### src/uart_frame_pkg.sv
/*
 * shared types for the uart frame controller
 * byte and count types, frame delimiter, register map, fsm encodings
 */
`default_nettype none

package uart_frame_pkg;

	typedef logic [7:0] byte_t;
	typedef logic [7:0] len_t;
	typedef logic [1:0] wb_adr_t;

	// "&" marks both ends of a frame
	localparam byte_t FRAME_DELIM = 8'h26;

	localparam wb_adr_t REG_DATA   = 2'd0;
	localparam wb_adr_t REG_CTRL   = 2'd1;
	localparam wb_adr_t REG_LEVEL  = 2'd2;
	localparam wb_adr_t REG_FRAMES = 2'd3;

	// uart bit engines
	typedef enum logic [1:0] {BIT_IDLE, BIT_START, BIT_DATA, BIT_STOP} bit_state_e;

	// framer and deframer
	typedef enum logic [2:0] {
		FR_IDLE,
		FR_OPEN1,
		FR_OPEN2,
		FR_PAYLOAD,
		FR_CLOSE1,
		FR_CLOSE2
	} frame_state_e;

endpackage

`default_nettype wire
### src/uart_frame_top.sv
/*
 * uart frame controller top level
 * register slave, tx and rx fifos, framer, deframer, uart engines
 */
`timescale 1ns/1ns
`default_nettype none

module uart_frame_top #(
	parameter int CLKS_PER_BIT = 868,
	parameter int FIFO_AW      = 4
) (
	input  wire                    sys_clk,
	input  wire                    sys_rst_n,
	input  wire                    wb_cyc,
	input  wire                    wb_stb,
	input  wire                    wb_we,
	input  wire uart_frame_pkg::wb_adr_t wb_adr,
	input  wire uart_frame_pkg::byte_t   wb_wdata,
	output uart_frame_pkg::byte_t   wb_rdata,
	output logic                   wb_ack,
	input  wire                    uart_rxd,
	output logic                   uart_txd
);
	import uart_frame_pkg::*;

	// transmit path
	logic  tx_push;
	byte_t tx_push_data;
	logic  tx_full;
	logic  tx_empty;
	logic  tx_pop;
	byte_t tx_head;
	logic  frame_start;
	len_t  frame_length;
	logic  tx_busy;
	byte_t byte_out;
	logic  byte_req;
	logic  byte_done;

	// receive path
	byte_t rx_byte;
	logic  rx_valid;
	logic  rx_push;
	byte_t rx_push_data;
	logic  rx_commit;
	logic  rx_drop;
	logic  rx_full;
	logic  rx_pop;
	byte_t rx_head;
	logic  rx_empty;
	len_t  rx_level;
	logic  frame_good;
	logic  frame_error;

	wb_frame_regs u_regs (
		.sys_clk(sys_clk), .sys_rst_n(sys_rst_n),
		.wb_cyc(wb_cyc), .wb_stb(wb_stb), .wb_we(wb_we), .wb_adr(wb_adr),
		.wb_wdata(wb_wdata), .wb_rdata(wb_rdata), .wb_ack(wb_ack),
		.tx_push(tx_push), .tx_push_data(tx_push_data), .tx_full(tx_full),
		.frame_start(frame_start), .frame_length(frame_length), .tx_busy(tx_busy),
		.rx_pop(rx_pop), .rx_head(rx_head), .rx_empty(rx_empty), .rx_level(rx_level),
		.frame_good(frame_good), .frame_error(frame_error)
	);

	// every tx push is final, no rollback
	byte_fifo #(.FIFO_AW(FIFO_AW)) tx_fifo (
		.sys_clk(sys_clk), .sys_rst_n(sys_rst_n),
		.push(tx_push), .push_data(tx_push_data), .pop(tx_pop), .head(tx_head),
		.commit(1'b1), .drop(1'b0), .full(tx_full), .empty(tx_empty), .level()
	);

	frame_tx u_frame_tx (
		.sys_clk(sys_clk), .sys_rst_n(sys_rst_n),
		.start(frame_start), .length(frame_length), .busy(tx_busy),
		.fifo_head(tx_head), .fifo_empty(tx_empty), .fifo_pop(tx_pop),
		.byte_out(byte_out), .byte_req(byte_req), .byte_done(byte_done)
	);

	uart_tx #(.CLKS_PER_BIT(CLKS_PER_BIT)) u_uart_tx (
		.sys_clk(sys_clk), .sys_rst_n(sys_rst_n),
		.tx_data(byte_out), .tx_req(byte_req), .txd(uart_txd), .tx_done(byte_done)
	);

	uart_rx #(.CLKS_PER_BIT(CLKS_PER_BIT)) u_uart_rx (
		.sys_clk(sys_clk), .sys_rst_n(sys_rst_n),
		.rxd(uart_rxd), .rx_data(rx_byte), .rx_valid(rx_valid)
	);

	frame_rx u_frame_rx (
		.sys_clk(sys_clk), .sys_rst_n(sys_rst_n),
		.rx_data(rx_byte), .rx_valid(rx_valid),
		.fifo_push(rx_push), .fifo_data(rx_push_data), .fifo_commit(rx_commit),
		.fifo_drop(rx_drop), .fifo_full(rx_full),
		.frame_good(frame_good), .frame_error(frame_error)
	);

	byte_fifo #(.FIFO_AW(FIFO_AW)) rx_fifo (
		.sys_clk(sys_clk), .sys_rst_n(sys_rst_n),
		.push(rx_push), .push_data(rx_push_data), .pop(rx_pop), .head(rx_head),
		.commit(rx_commit), .drop(rx_drop), .full(rx_full), .empty(rx_empty),
		.level(rx_level)
	);

endmodule

`default_nettype wire

### src/wb_frame_regs.sv
/*
 * wishbone classic register slave
 * data, control/status, rx level and good frame count registers
 */
`timescale 1ns/1ns
`default_nettype none

module wb_frame_regs (
	input  wire                    sys_clk,
	input  wire                    sys_rst_n,
	input  wire                    wb_cyc,
	input  wire                    wb_stb,
	input  wire                    wb_we,
	input  wire uart_frame_pkg::wb_adr_t wb_adr,
	input  wire uart_frame_pkg::byte_t   wb_wdata,
	output uart_frame_pkg::byte_t   wb_rdata,
	output logic                   wb_ack,
	output logic                   tx_push,
	output uart_frame_pkg::byte_t   tx_push_data,
	input  wire                    tx_full,
	output logic                   frame_start,
	output uart_frame_pkg::len_t    frame_length,
	input  wire                    tx_busy,
	output logic                   rx_pop,
	input  wire uart_frame_pkg::byte_t   rx_head,
	input  wire                    rx_empty,
	input  wire uart_frame_pkg::len_t    rx_level,
	input  wire                    frame_good,
	input  wire                    frame_error
);
	import uart_frame_pkg::*;

	logic  req;
	logic  accept;
	logic  wr_acc;
	logic  rd_acc;
	logic  err_sticky;
	len_t  frame_cnt;
	byte_t status;

	assign req    = wb_cyc && wb_stb && !wb_ack;
	// data write into a full tx fifo waits here
	assign accept = req && !(wb_we && (wb_adr == REG_DATA) && tx_full);
	assign wr_acc = accept && wb_we;
	assign rd_acc = accept && !wb_we;

	assign tx_push      = wr_acc && (wb_adr == REG_DATA);
	assign tx_push_data = wb_wdata;
	assign frame_start  = wr_acc && (wb_adr == REG_CTRL) && (wb_wdata != '0) && !tx_busy;
	assign frame_length = wb_wdata;
	assign rx_pop       = rd_acc && (wb_adr == REG_DATA) && !rx_empty;
	assign status       = {4'b0000, err_sticky, tx_full, rx_empty, tx_busy};

	always_ff @(posedge sys_clk or negedge sys_rst_n) begin
		if (!sys_rst_n) begin
			wb_ack     <= 1'b0;
			err_sticky <= 1'b0;
			frame_cnt  <= '0;
		end else begin
			wb_ack <= accept;
			// a new error wins over the clearing read
			if (frame_error)
				err_sticky <= 1'b1;
			else if (rd_acc && (wb_adr == REG_CTRL))
				err_sticky <= 1'b0;
			if (frame_good)
				frame_cnt <= frame_cnt + 1'b1;
		end
	end

	always_ff @(posedge sys_clk) begin
		if (rd_acc) begin
			unique case (wb_adr)
				REG_DATA:   wb_rdata <= rx_empty ? '0 : rx_head;
				REG_CTRL:   wb_rdata <= status;
				REG_LEVEL:  wb_rdata <= rx_level;
				REG_FRAMES: wb_rdata <= frame_cnt;
				default:    wb_rdata <= '0;
			endcase
		end
	end

	// a start taken here must launch the framer
	a_start_taken: assert property (@(posedge sys_clk) disable iff (!sys_rst_n)
		frame_start |=> tx_busy)
		else $error("frame start written but the framer stayed idle");

endmodule

`default_nettype wire

### src/frame_rx.sv
/*
 * receive deframer
 * hunts for "&&", pushes payload tentatively, commits on "&&" or drops
 */
`timescale 1ns/1ns
`default_nettype none

module frame_rx (
	input  wire                   sys_clk,
	input  wire                   sys_rst_n,
	input  wire uart_frame_pkg::byte_t rx_data,
	input  wire                   rx_valid,
	output logic                  fifo_push,
	output uart_frame_pkg::byte_t  fifo_data,
	output logic                  fifo_commit,
	output logic                  fifo_drop,
	input  wire                   fifo_full,
	output logic                  frame_good,
	output logic                  frame_error
);
	import uart_frame_pkg::*;

	frame_state_e state;
	logic         is_delim;
	// set after a drop until the broken frame's closing "&&" has gone by
	logic         skip;

	assign is_delim    = (rx_data == FRAME_DELIM);
	assign fifo_data   = rx_data;
	assign fifo_commit = (state == FR_CLOSE2);
	assign frame_good  = (state == FR_CLOSE2);

	always_comb begin
		fifo_push   = 1'b0;
		fifo_drop   = 1'b0;
		frame_error = 1'b0;
		if (rx_valid) begin
			unique case (state)
				FR_IDLE, FR_OPEN1: frame_error = !is_delim && !skip;
				FR_PAYLOAD: begin
					if (!is_delim) begin
						fifo_push   = !fifo_full;
						fifo_drop   = fifo_full;
						frame_error = fifo_full;
					end
				end
				FR_CLOSE1: begin
					fifo_drop   = !is_delim;
					frame_error = !is_delim;
				end
				default: ;
			endcase
		end
	end

	always_ff @(posedge sys_clk or negedge sys_rst_n) begin
		if (!sys_rst_n) begin
			state <= FR_IDLE;
			skip  <= 1'b0;
		end else begin
			unique case (state)
				FR_IDLE: begin
					if (rx_valid && is_delim)
						state <= FR_OPEN1;
				end
				FR_OPEN1: begin
					if (rx_valid) begin
						if (is_delim && skip) begin
							skip  <= 1'b0;
							state <= FR_IDLE;
						end else begin
							state <= is_delim ? FR_PAYLOAD : FR_IDLE;
						end
					end
				end
				FR_PAYLOAD: begin
					if (rx_valid && is_delim) begin
						state <= FR_CLOSE1;
					end else if (fifo_drop) begin
						skip  <= 1'b1;
						state <= FR_IDLE;
					end
				end
				FR_CLOSE1: begin
					if (rx_valid) begin
						skip  <= !is_delim;
						state <= is_delim ? FR_CLOSE2 : FR_IDLE;
					end
				end
				default: state <= FR_IDLE;
			endcase
		end
	end

endmodule

`default_nettype wire

### src/frame_tx.sv
/*
 * transmit framer
 * sends "&&", the requested number of fifo bytes, then "&&"
 */
`timescale 1ns/1ns
`default_nettype none

module frame_tx (
	input  wire                   sys_clk,
	input  wire                   sys_rst_n,
	input  wire                   start,
	input  wire uart_frame_pkg::len_t  length,
	output logic                  busy,
	input  wire uart_frame_pkg::byte_t fifo_head,
	input  wire                   fifo_empty,
	output logic                  fifo_pop,
	output uart_frame_pkg::byte_t  byte_out,
	output logic                  byte_req,
	input  wire                   byte_done
);
	import uart_frame_pkg::*;

	frame_state_e state;
	len_t         len_q;
	len_t         sent_cnt;
	logic         in_flight;

	assign busy = (state != FR_IDLE);

	always_ff @(posedge sys_clk or negedge sys_rst_n) begin
		if (!sys_rst_n) begin
			state     <= FR_IDLE;
			len_q     <= '0;
			sent_cnt  <= '0;
			in_flight <= 1'b0;
			fifo_pop  <= 1'b0;
			byte_out  <= '0;
			byte_req  <= 1'b0;
		end else begin
			byte_req <= 1'b0;
			fifo_pop <= 1'b0;
			unique case (state)
				FR_IDLE: begin
					if (start) begin
						len_q    <= length;
						sent_cnt <= '0;
						byte_out <= FRAME_DELIM;
						byte_req <= 1'b1;
						state    <= FR_OPEN1;
					end
				end
				FR_OPEN1: begin
					if (byte_done) begin
						byte_out <= FRAME_DELIM;
						byte_req <= 1'b1;
						state    <= FR_OPEN2;
					end
				end
				FR_OPEN2: begin
					if (byte_done) begin
						in_flight <= 1'b0;
						state     <= FR_PAYLOAD;
					end
				end
				FR_PAYLOAD: begin
					// head is not looked at again until the pop has landed
					if (in_flight) begin
						if (byte_done)
							in_flight <= 1'b0;
					end else if (sent_cnt == len_q) begin
						byte_out <= FRAME_DELIM;
						byte_req <= 1'b1;
						state    <= FR_CLOSE1;
					end else if (!fifo_empty) begin
						byte_out  <= fifo_head;
						byte_req  <= 1'b1;
						fifo_pop  <= 1'b1;
						sent_cnt  <= sent_cnt + 1'b1;
						in_flight <= 1'b1;
					end
				end
				FR_CLOSE1: begin
					if (byte_done) begin
						byte_out <= FRAME_DELIM;
						byte_req <= 1'b1;
						state    <= FR_CLOSE2;
					end
				end
				FR_CLOSE2: begin
					if (byte_done)
						state <= FR_IDLE;
				end
				default: state <= FR_IDLE;
			endcase
		end
	end

endmodule

`default_nettype wire

### src/byte_fifo.sv
/*
 * synchronous show-ahead byte fifo
 * tentative and committed write pointers for commit or rollback of a frame
 */
`timescale 1ns/1ns
`default_nettype none

module byte_fifo #(
	parameter int FIFO_AW = 4
) (
	input  wire                   sys_clk,
	input  wire                   sys_rst_n,
	input  wire                   push,
	input  wire uart_frame_pkg::byte_t push_data,
	input  wire                   pop,
	output uart_frame_pkg::byte_t  head,
	input  wire                   commit,
	input  wire                   drop,
	output logic                  full,
	output logic                  empty,
	output uart_frame_pkg::len_t   level
);
	import uart_frame_pkg::*;

	localparam int DEPTH = 2 ** FIFO_AW;
	localparam logic [FIFO_AW:0] DEPTH_P = (FIFO_AW + 1)'(DEPTH);

	byte_t            mem [DEPTH];
	logic [FIFO_AW:0] wr_ptr;
	logic [FIFO_AW:0] cm_ptr;
	logic [FIFO_AW:0] rd_ptr;
	logic [FIFO_AW:0] wr_next;
	logic [FIFO_AW:0] fill;
	logic [FIFO_AW:0] used;
	logic             do_push;
	logic             do_pop;

	// full counts tentative entries, empty and level only committed ones
	assign fill    = wr_ptr - rd_ptr;
	assign used    = cm_ptr - rd_ptr;
	assign full    = (fill == DEPTH_P);
	assign empty   = (cm_ptr == rd_ptr);
	assign level   = len_t'(used);
	assign head    = mem[rd_ptr[FIFO_AW-1:0]];
	assign do_push = push && !full && !drop;
	assign do_pop  = pop && !empty;
	assign wr_next = wr_ptr + 1'b1;

	always_ff @(posedge sys_clk or negedge sys_rst_n) begin
		if (!sys_rst_n) begin
			wr_ptr <= '0;
			cm_ptr <= '0;
			rd_ptr <= '0;
		end else begin
			if (drop) begin
				wr_ptr <= cm_ptr;
			end else if (do_push) begin
				wr_ptr <= wr_next;
				if (commit)
					cm_ptr <= wr_next;
			end else if (commit) begin
				cm_ptr <= wr_ptr;
			end
			if (do_pop)
				rd_ptr <= rd_ptr + 1'b1;
		end
	end

	always_ff @(posedge sys_clk) begin
		if (do_push)
			mem[wr_ptr[FIFO_AW-1:0]] <= push_data;
	end

	a_no_overflow: assert property (@(posedge sys_clk) disable iff (!sys_rst_n)
		push |-> !full)
		else $error("byte_fifo push while full");

	a_no_underflow: assert property (@(posedge sys_clk) disable iff (!sys_rst_n)
		pop |-> !empty)
		else $error("byte_fifo pop while empty");

endmodule

`default_nettype wire

### src/uart_rx.sv
/*
 * 8N1 uart receiver
 * two-flop line synchronizer, mid-bit sampling, start bit recheck
 */
`timescale 1ns/1ns
`default_nettype none

module uart_rx #(
	parameter int CLKS_PER_BIT = 868
) (
	input  wire                  sys_clk,
	input  wire                  sys_rst_n,
	input  wire                  rxd,
	output uart_frame_pkg::byte_t rx_data,
	output logic                 rx_valid
);
	import uart_frame_pkg::*;

	localparam int DIV_W = $clog2(CLKS_PER_BIT + 1);
	localparam logic [DIV_W-1:0] DIV_LAST = DIV_W'(CLKS_PER_BIT - 1);
	localparam logic [DIV_W-1:0] DIV_HALF = DIV_W'(CLKS_PER_BIT / 2 - 1);

	bit_state_e       state;
	logic [DIV_W-1:0] div_cnt;
	logic [2:0]       bit_cnt;
	byte_t            shift;
	logic             rxd_meta;
	logic             rxd_s;
	logic             bit_end;
	logic             half_end;

	assign bit_end  = (div_cnt == DIV_LAST);
	assign half_end = (div_cnt == DIV_HALF);

	always_ff @(posedge sys_clk or negedge sys_rst_n) begin
		if (!sys_rst_n) begin
			rxd_meta <= 1'b1;
			rxd_s    <= 1'b1;
		end else begin
			rxd_meta <= rxd;
			rxd_s    <= rxd_meta;
		end
	end

	always_ff @(posedge sys_clk or negedge sys_rst_n) begin
		if (!sys_rst_n) begin
			state    <= BIT_IDLE;
			div_cnt  <= '0;
			bit_cnt  <= '0;
			shift    <= '0;
			rx_data  <= '0;
			rx_valid <= 1'b0;
		end else begin
			rx_valid <= 1'b0;
			unique case (state)
				BIT_IDLE: begin
					div_cnt <= '0;
					if (!rxd_s)
						state <= BIT_START;
				end
				BIT_START: begin
					div_cnt <= half_end ? '0 : div_cnt + 1'b1;
					// a glitch that is high again at mid-bit is no start bit
					if (half_end) begin
						bit_cnt <= '0;
						state   <= rxd_s ? BIT_IDLE : BIT_DATA;
					end
				end
				BIT_DATA: begin
					div_cnt <= bit_end ? '0 : div_cnt + 1'b1;
					if (bit_end) begin
						shift   <= {rxd_s, shift[7:1]};
						bit_cnt <= bit_cnt + 1'b1;
						if (bit_cnt == 3'd7)
							state <= BIT_STOP;
					end
				end
				BIT_STOP: begin
					div_cnt <= bit_end ? '0 : div_cnt + 1'b1;
					if (bit_end) begin
						rx_data  <= shift;
						rx_valid <= rxd_s;
						state    <= BIT_IDLE;
					end
				end
				default: state <= BIT_IDLE;
			endcase
		end
	end

endmodule

`default_nettype wire

### src/uart_tx.sv
/*
 * 8N1 uart transmitter, lsb first
 * integer clock divider per bit, done pulse after the stop bit
 */
`timescale 1ns/1ns
`default_nettype none

module uart_tx #(
	parameter int CLKS_PER_BIT = 868
) (
	input  wire                   sys_clk,
	input  wire                   sys_rst_n,
	input  wire uart_frame_pkg::byte_t tx_data,
	input  wire                   tx_req,
	output logic                  txd,
	output logic                  tx_done
);
	import uart_frame_pkg::*;

	localparam int DIV_W = $clog2(CLKS_PER_BIT + 1);
	localparam logic [DIV_W-1:0] DIV_LAST = DIV_W'(CLKS_PER_BIT - 1);

	bit_state_e       state;
	logic [DIV_W-1:0] div_cnt;
	logic [2:0]       bit_cnt;
	byte_t            shift;
	logic             bit_end;

	assign bit_end = (div_cnt == DIV_LAST);

	always_ff @(posedge sys_clk or negedge sys_rst_n) begin
		if (!sys_rst_n) begin
			state   <= BIT_IDLE;
			div_cnt <= '0;
			bit_cnt <= '0;
			shift   <= '0;
			txd     <= 1'b1;
			tx_done <= 1'b0;
		end else begin
			tx_done <= 1'b0;
			if (state == BIT_IDLE) begin
				div_cnt <= '0;
				if (tx_req) begin
					shift <= tx_data;
					txd   <= 1'b0;
					state <= BIT_START;
				end
			end else begin
				div_cnt <= bit_end ? '0 : div_cnt + 1'b1;
			end
			if (bit_end) begin
				unique case (state)
					BIT_START: begin
						txd     <= shift[0];
						shift   <= shift >> 1;
						bit_cnt <= '0;
						state   <= BIT_DATA;
					end
					BIT_DATA: begin
						if (bit_cnt == 3'd7) begin
							txd   <= 1'b1;
							state <= BIT_STOP;
						end else begin
							txd     <= shift[0];
							shift   <= shift >> 1;
							bit_cnt <= bit_cnt + 1'b1;
						end
					end
					BIT_STOP: begin
						tx_done <= 1'b1;
						state   <= BIT_IDLE;
					end
					default: state <= BIT_IDLE;
				endcase
			end
		end
	end

	// the framer waits for done before it asks for the next byte
	a_no_req_busy: assert property (@(posedge sys_clk) disable iff (!sys_rst_n)
		tx_req |-> state == BIT_IDLE)
		else $error("uart_tx request while a byte is in flight");

endmodule

`default_nettype wire

### config.mk
export PLATFORM = sky130hd
export DESIGN_NAME = uart_frame_top
export DESIGN_NICKNAME = d
export VERILOG_FILES = /design/src/uart_frame_pkg.sv /design/src/uart_frame_top.sv /design/src/wb_frame_regs.sv /design/src/frame_rx.sv /design/src/frame_tx.sv /design/src/byte_fifo.sv /design/src/uart_rx.sv /design/src/uart_tx.sv
export SDC_FILE = /design/constraint.sdc
export NUM_CORES = 1
export LEC_CHECK = 0
export BUFFER_PORTS_ARGS = -buffer_cell sky130_fd_sc_hd__buf_2
export CAP_MARGIN = 0
export CORE_UTILIZATION = 57
export DETAILED_ROUTE_END_ITERATION = 12
export PLACE_DENSITY = 0.84
export SYNTH_ARGS = -nofsm -noshare
export SYNTH_HDL_FRONTEND = slang
export SYNTH_SLANG_ARGS = --single-unit
### constraint.sdc
create_clock -name sys_clk -period 3.3 [get_ports sys_clk]
set_input_delay 0.66 -clock sys_clk [delete_from_list [all_inputs] [get_ports sys_clk]]
set_output_delay 0.66 -clock sys_clk [all_outputs]
set_load 0.05 [all_outputs]
; ---- After elaboration in Yosys (flattened, before gate mapping)
; Memory sizes are Yosys's and may differ from the RTL's.
; Index checks and enable logic that the tools add are counted.
[totals]
inputBits = 16
ram_bits = 256
out_inout_bits = 10
n_memories = 2
register_bits = 136
[classes]
bitwise_logic = 1
n_eq_ne = 53
addsub = 13
n_reduce_logical = 64
muxes = 104
[mem_list]
columns = memory, depth, width, read_ports, rd_ports_with_merged_regs, write_ports, line
row1 = rx_fifo.mem, 16, 8, 1, 0, 1, byte_fifo.sv:28  ; byte_t mem [DEPTH];
row2 = tx_fifo.mem, 16, 8, 1, 0, 1, byte_fifo.sv:28
[ops]
columns = cell, n
row1 = 2-to-1 mux 8 bit, 14
row2 = 2-to-1 mux 3 bit, 17
row3 = 2-to-1 mux 10 bit, 4
row4 = 2-to-1 mux 1 bit, 36
row5 = case mux 8 bit (2 select lines), 2
row6 = case mux 8 bit (4 select lines), 1
row7 = case mux 10 bit (3 select lines), 1
row8 = inequality test 2 x 1 -> 1 bit (second input constant), 13
row9 = 2-to-1 mux 5 bit, 5
row10 = case mux 8 bit (3 select lines), 1
row11 = logical AND 1 bit, 22
row12 = 2-to-1 mux 2 bit, 11
row13 = adder 10 x 1 -> 10 bit (second input constant), 2
row14 = adder 5 x 1 -> 5 bit (second input constant), 4
row15 = == test 10 bit (second input constant), 2
row16 = == test 3 bit (second input constant), 6
row17 = inequality test 2 bit (second input constant), 9
row18 = case mux 3 bit (6 select lines), 1
row19 = adder 8 x 1 -> 8 bit (second input constant), 2
row20 = AND reduction 5 bit, 3
row21 = subtractor 5 bit, 3
row22 = == test 2 bit (second input constant), 6
row23 = case mux 3 bit (2 select lines), 2
row24 = case mux 3 bit (4 select lines), 1
row25 = other kinds (28), 67

; ---- Depth between registers and ports, before layout
[depth]
word_depth = 11
depth_mapped = 11
ltp_nobuf = 9

; ---- Hierarchy
; Synthesis repeated with hierarchy kept, for this count alone.
[unflattened]
hier_cells = 1149
hier_area_um2 = 17814.6
[by_module_without_submodules]
columns = module, cells_each, n_inst, area_each_um2
row1 = byte_fifo, 314, 2, 6002.0
row2 = frame_tx, 129, 1, 1496.4
row3 = uart_rx, 114, 1, 1468.9
row4 = uart_tx, 137, 1, 1333.8
row5 = wb_frame_regs, 90, 1, 1059.8
row6 = frame_rx, 49, 1, 444.2
row7 = uart_frame_top, 2, 1, 7.5

; ---- Worst setup path after synthesis
; OpenSTA, ideal clock, no wires.
[synth_timing]
path_kind = reg2reg
start = register tx_fifo.rd_ptr[1]
end = memory tx_fifo.mem[7][0] (netlist name), enable pin
stages_incl_launch_ff = 11
period_less_slack_ns = 3.166
setup_time_ns = 0.385
required_ns = 2.915
path_buffers = 2
setup_slack_ns = 0.134
arrival_time_ns = 2.780
path_cell_list = dfrtp_1 clkbuf_1 clkbuf_1 inv_1 ha_1 nand3b_1 a21boi_0 o2bb2ai_1 a21oi_2 nand2_1 nor3b_1
[synth_via]
elab_chain_cells = 10
[synth_lines]
columns = element, line
row1 = "start, declared", byte_fifo.sv:31  ; logic [FIFO_AW:0] rd_ptr;
row2 = "start signal, assigned", byte_fifo.sv:65  ; rd_ptr <= rd_ptr + 1'b1;
row3 = subtractor 5 bit *, -
row4 = == test 5 bit *, byte_fifo.sv:41  ; assign full = (fill == DEPTH_P);
row5 = logical AND 1 bit, wb_frame_regs.sv:43  ; assign accept = req && !(wb_we && (wb_adr == REG_DATA) && tx_full);
row6 = logical NOT 1 bit, wb_frame_regs.sv:43
row7 = logical AND 1 bit, wb_frame_regs.sv:43
row8 = logical AND 1 bit, wb_frame_regs.sv:44  ; assign wr_acc = accept && wb_we;
row9 = logical AND 1 bit, wb_frame_regs.sv:47  ; assign tx_push = wr_acc && (wb_adr == REG_DATA);
row10 = logical AND 1 bit *, byte_fifo.sv:45  ; assign do_push = push && !full && !drop;
row11 = 2-to-1 mux 1 bit *, byte_fifo.sv:70  ; if (do_push)
row12 = 2-to-1 mux 1 bit (not written as such) *, byte_fifo.sv:71  ; mem[wr_ptr[FIFO_AW-1:0]] <= push_data;
row13 = "end, declared", byte_fifo.sv:28
; Every way passes the cells marked *; elsewhere a longest branch is shown, timed or not.

; ---- Worst setup path after layout
[layout_timing]
start = register rx_fifo.rd_ptr[1]
end = memory rx_fifo.mem[11][0] (netlist name), enable pin
[layout_via]
elab_chain_cells = 10
[layout_lines]
columns = element, line
row1 = "start, declared", byte_fifo.sv:31
row2 = "start signal, assigned", byte_fifo.sv:65
row3 = subtractor 5 bit *, byte_fifo.sv:39  ; assign fill = wr_ptr - rd_ptr;
row4 = == test 5 bit *, byte_fifo.sv:41
row5 = logical NOT 1 bit, "frame_rx.sv:42, byte_fifo.sv:45"
row6 = 2-to-1 mux 1 bit, frame_rx.sv:41  ; if (!is_delim) begin
row7 = 2-to-1 mux 1 bit, frame_rx.sv:38  ; unique case (state)
row8 = 2-to-1 mux 1 bit, frame_rx.sv:37  ; if (rx_valid) begin
row9 = logical AND 1 bit, byte_fifo.sv:45
row10 = logical AND 1 bit *, byte_fifo.sv:45
row11 = 2-to-1 mux 1 bit *, byte_fifo.sv:70
row12 = 2-to-1 mux 1 bit (not written as such) *, byte_fifo.sv:71
row13 = "end, declared", byte_fifo.sv:28
; Marks and branches as above.

==> flow_summary_export.csv <==
group,metric,value,unit
placed_design,gp_congestion,0.833,
floorplan,coreArea,28900,sq um
yosys,synth_seq_cells,392,
clocking,clk_latency,0.53,ns
placed_design,place_ws,0.226,ns
yosys,synthesis.area,16900,sq um
timing,fin_ws,0.213,ns
yosys,async_reset_ff_frac,0.327,
floorplan,die-width,174,um
timing,max_freq,324,MHz
yosys,synth_edf_count,264,
clocking,cts_tree,"built",
clocking,cts.clk_slew.worst_paths,0.06,ns
yosys,synth-warning-count,0,
yosys,ys.flop_type,"edfxtp_1",
drt,wl_per_cell,23.2,um
floorplan,die_h,174,um
critical_path,cpMaxStageDelayCell,"and2_1",
finish,regArea,11100,sq um
pwr,vdd_drop_max,419,uV
timing,hold_viol_final,0,
clocking,cts_htree_levels,2,
finish,n_fill_cell,1844,
hold_path,hp-class,"in2async",
drt,vias,9772,
critical_path,ff2ff_path_depth,9,
critical_path,cp-start-kind,"register",
global_route,antenna_found_initial,0,
timing,max_slew.worst_pin.slew,0.823,ns
run,drv_cap,0,
drt,routed_wirelength,35.8,mm
clocking,post-cts-setup-buffers,0,
floorplan,die_area,30300,sq um
placed_design,dp_hpwl,23.0,mm
timing,drv_slew,0,
timing,rsz0062_at_grt,"false",
yosys,ys_types,75,
finish,drive_gt1_frac,0.216,
timing,max_slew_margin,0.446,
critical_path,path_max_fanout,11,
placed_design,place_area,17500,sq um
timing,fin_tns_setup,0,ns
yosys,postSynthAreaPerCell,15.7,sq um
critical_path,criticalPathCategory,"reg2reg",
clocking,hold_buffers,0,
critical_path,cp-end-kind,"register",
drt,drt_iter0_drc,1122,
drt,ant_nets,0,
finish,diodes,0,
critical_path,critical_path_required,3.47,ns
drt,drc,0,
finish,postLayoutCoreUtil,0.649,
pwr,totalPowerFinal,10.9,mW
yosys,synthCells,1072,
pwr,power.density,579,nW/um^2
floorplan,rows,62,
pwr,p_leak,6.65,nW
clocking,numCtsBuffers,39,
clocking,cts_sinks,392,
timing,setup_violations,0,
finish,fin_nets,1183,
floorplan,start_util,0.583,
timing,period_needed,3.09,ns
yosys,synth_seq_area_share,0.661,
clocking,clockRootBuffer,"clkbuf_16",
placed_design,io_buffers,25,
run_status,outcome,"complete, no violations",
finish,syn_to_final_growth,11.4,%
timing,skew,0.0209,ns
yosys,synth_fp_nets,1129,
critical_path,rr_startpoint,"rx_fifo.rd_ptr[1]",
drt,drt-vias-per-instance,6.35,
timing,timing.final.crit_share,0.935,
clocking,clk_path_buf_depth,3,
floorplan,io_pins,26,
critical_path,slowest_delay,0.50,ns
finish,multi_input_area,5410,sq um
global_route,grt_start_max_net_pins,82,
drt,drtPass1Iterations,7,
global_route,grt_pass1_wl,56.4,mm
global_route,track_usage,0.243,
global_route,grt_pass1_vias,9820,
finish,stdcell_area,18800,sq um
critical_path,timing.critical_path.cells,"inv_1 > ha_1 > nor2b_1 > o21a_1 > o211ai_1 > a21oi_1 > buf_4 > nor4_1 > and2_1",
critical_path,startpoint,"rx_fifo.rd_ptr[1]",
critical_path,worstPathArrival,3.25,ns
global_route,overflow,0,
critical path, delay by kind of cell, from the launching register on:
family	cells	cell delay [ns]
buf+inv	2	0.43
simple gates	3	1.10
flops	1	0.39
compound gates	3	0.49
fa+ha+maj	1	0.32
repair_timing:
action / 4_1_cts / 5_1_grt
gates resized for setup: 0 / 2
endpoints found under the setup margin: 0 / 24
hold endpoints to repair: 0 / 0
kinds of logic after synthesis:
| kind of cell | share of synthesized area |
|---|---|
| compound gates | 0.0521 |
| xor+xnor | 0.0296 |
| fa+ha+maj | 0.0309 |
| buf+inv | 0.0192 |
| flops | 0.661 |
| mux | 0.127 |
| simple gates | 0.0807 |
per-layer routing:
layer  track usage  up-vias  wire length, um
met5             0        -                0
met2         0.394      520            17400
met1         0.346     4968            14500
met4        0.0673        0              870
met3        0.0378       70             2950
li1              -     4214                -
worst paths after layout:
check,to,slack [ns]
max,rx_fifo.mem[11][0],0.21
min,u_regs.frame_cnt[7],0.16
max reg2reg,rx_fifo.mem[11][0],0.21
min reg2reg,u_uart_rx.rxd_s,0.36
max in group asynchronous,u_uart_tx.txd,2.37
min in group sys_clk,u_uart_rx.rxd_meta,0.25
layout by cell type, fill, tap and decap left out, types with 28 or more instances in the layout:
cell       netlist  routed
nor2_1          57      57
inv_1           29      29
mux4_2          77      77
dfrtp_1        125     123
and2_1          28      28
xnor2_1         38      38
clkbuf_16        0      39
mux2_2          29      29
buf_4            1      30
nand3_1         29      29
edfxtp_1       264     264
ha_1            40      40
nand2_1         72      72
report_power, final:
group          switching (mW)  internal (mW)  total [mW]
logic                   0.737          0.445        1.18
clock network            1.84           2.46        4.30
registers              0.0841           5.30        5.38
total                    2.66           8.21        10.9
cell type report:
type | instances | area share
Sequential cell | 392 | 0.593
Tap cell | 384 | 0.0256
Clock inverter | 23 | 0.0106
Clock buffer | 47 | 0.0562
Multi-Input combinational cell | 605 | 0.288
Timing Repair Buffer | 56 | 0.0201
Inverter | 32 | 0.00640
sequential cells by signal, indices dropped and copies added, names as in the netlist, 3 cells and up, named ones only:
register,cells
rx_fifo.cm_ptr,5
rx_fifo.mem,128
rx_fifo.rd_ptr,5
rx_fifo.wr_ptr,5
tx_fifo.mem,128
tx_fifo.rd_ptr,5
tx_fifo.wr_ptr,5
u_frame_rx.state,3
u_frame_tx.byte_out,8
u_frame_tx.len_q,8
u_frame_tx.sent_cnt,8
u_frame_tx.state,3
u_regs.frame_cnt,8
u_regs.wb_rdata,8
u_uart_rx.bit_cnt,3
u_uart_rx.div_cnt,10
u_uart_rx.rx_data,8
u_uart_rx.shift,8
u_uart_tx.bit_cnt,3
u_uart_tx.div_cnt,10
u_uart_tx.shift,8
synthesized netlist by cell type, types with 4 or more instances:
library cell / number / share of area
o31ai_1: 8 / 0.0036
a221o_1: 4 / 0.0024
nand3_1: 29 / 0.0086
nor2b_1: 4 / 0.0015
a31oi_1: 4 / 0.0015
xnor2_1: 38 / 0.020
nand3b_1: 4 / 0.0018
nor3_1: 10 / 0.0030
ha_1: 40 / 0.030
mux2_2: 29 / 0.019
a21oi_1: 22 / 0.0065
buf_2: 11 / 0.0033
mux4_2: 77 / 0.10
o2bb2ai_1: 9 / 0.0047
edfxtp_1: 264 / 0.47
inv_1: 29 / 0.0065
nor2_1: 57 / 0.013
xor2_1: 19 / 0.0099
and2_1: 28 / 0.010
nand2_1: 72 / 0.016
mux2i_1: 8 / 0.0048
nand4_1: 16 / 0.0059
a22o_1: 12 / 0.0062
nor3b_1: 4 / 0.0018
or2_2: 4 / 0.0015
o21ai_1: 11 / 0.0033
dfrtp_1: 125 / 0.19
nand2b_1: 9 / 0.0033
buf_1: 6 / 0.0013
clkbuf_1: 20 / 0.0045
o21ai_0: 25 / 0.0074
nor4_1: 8 / 0.0030
metrics by stage:
stage                     cells  hold slack (ns)
final                      1539            0.163
after global routing       1539            0.233
after CTS                  1539            0.206
after detailed placement   1469            0.349
after global placement     1469            0.347
after floorplan            1072            0.345
No activity file was read; power rests on OpenSTA's default activity.
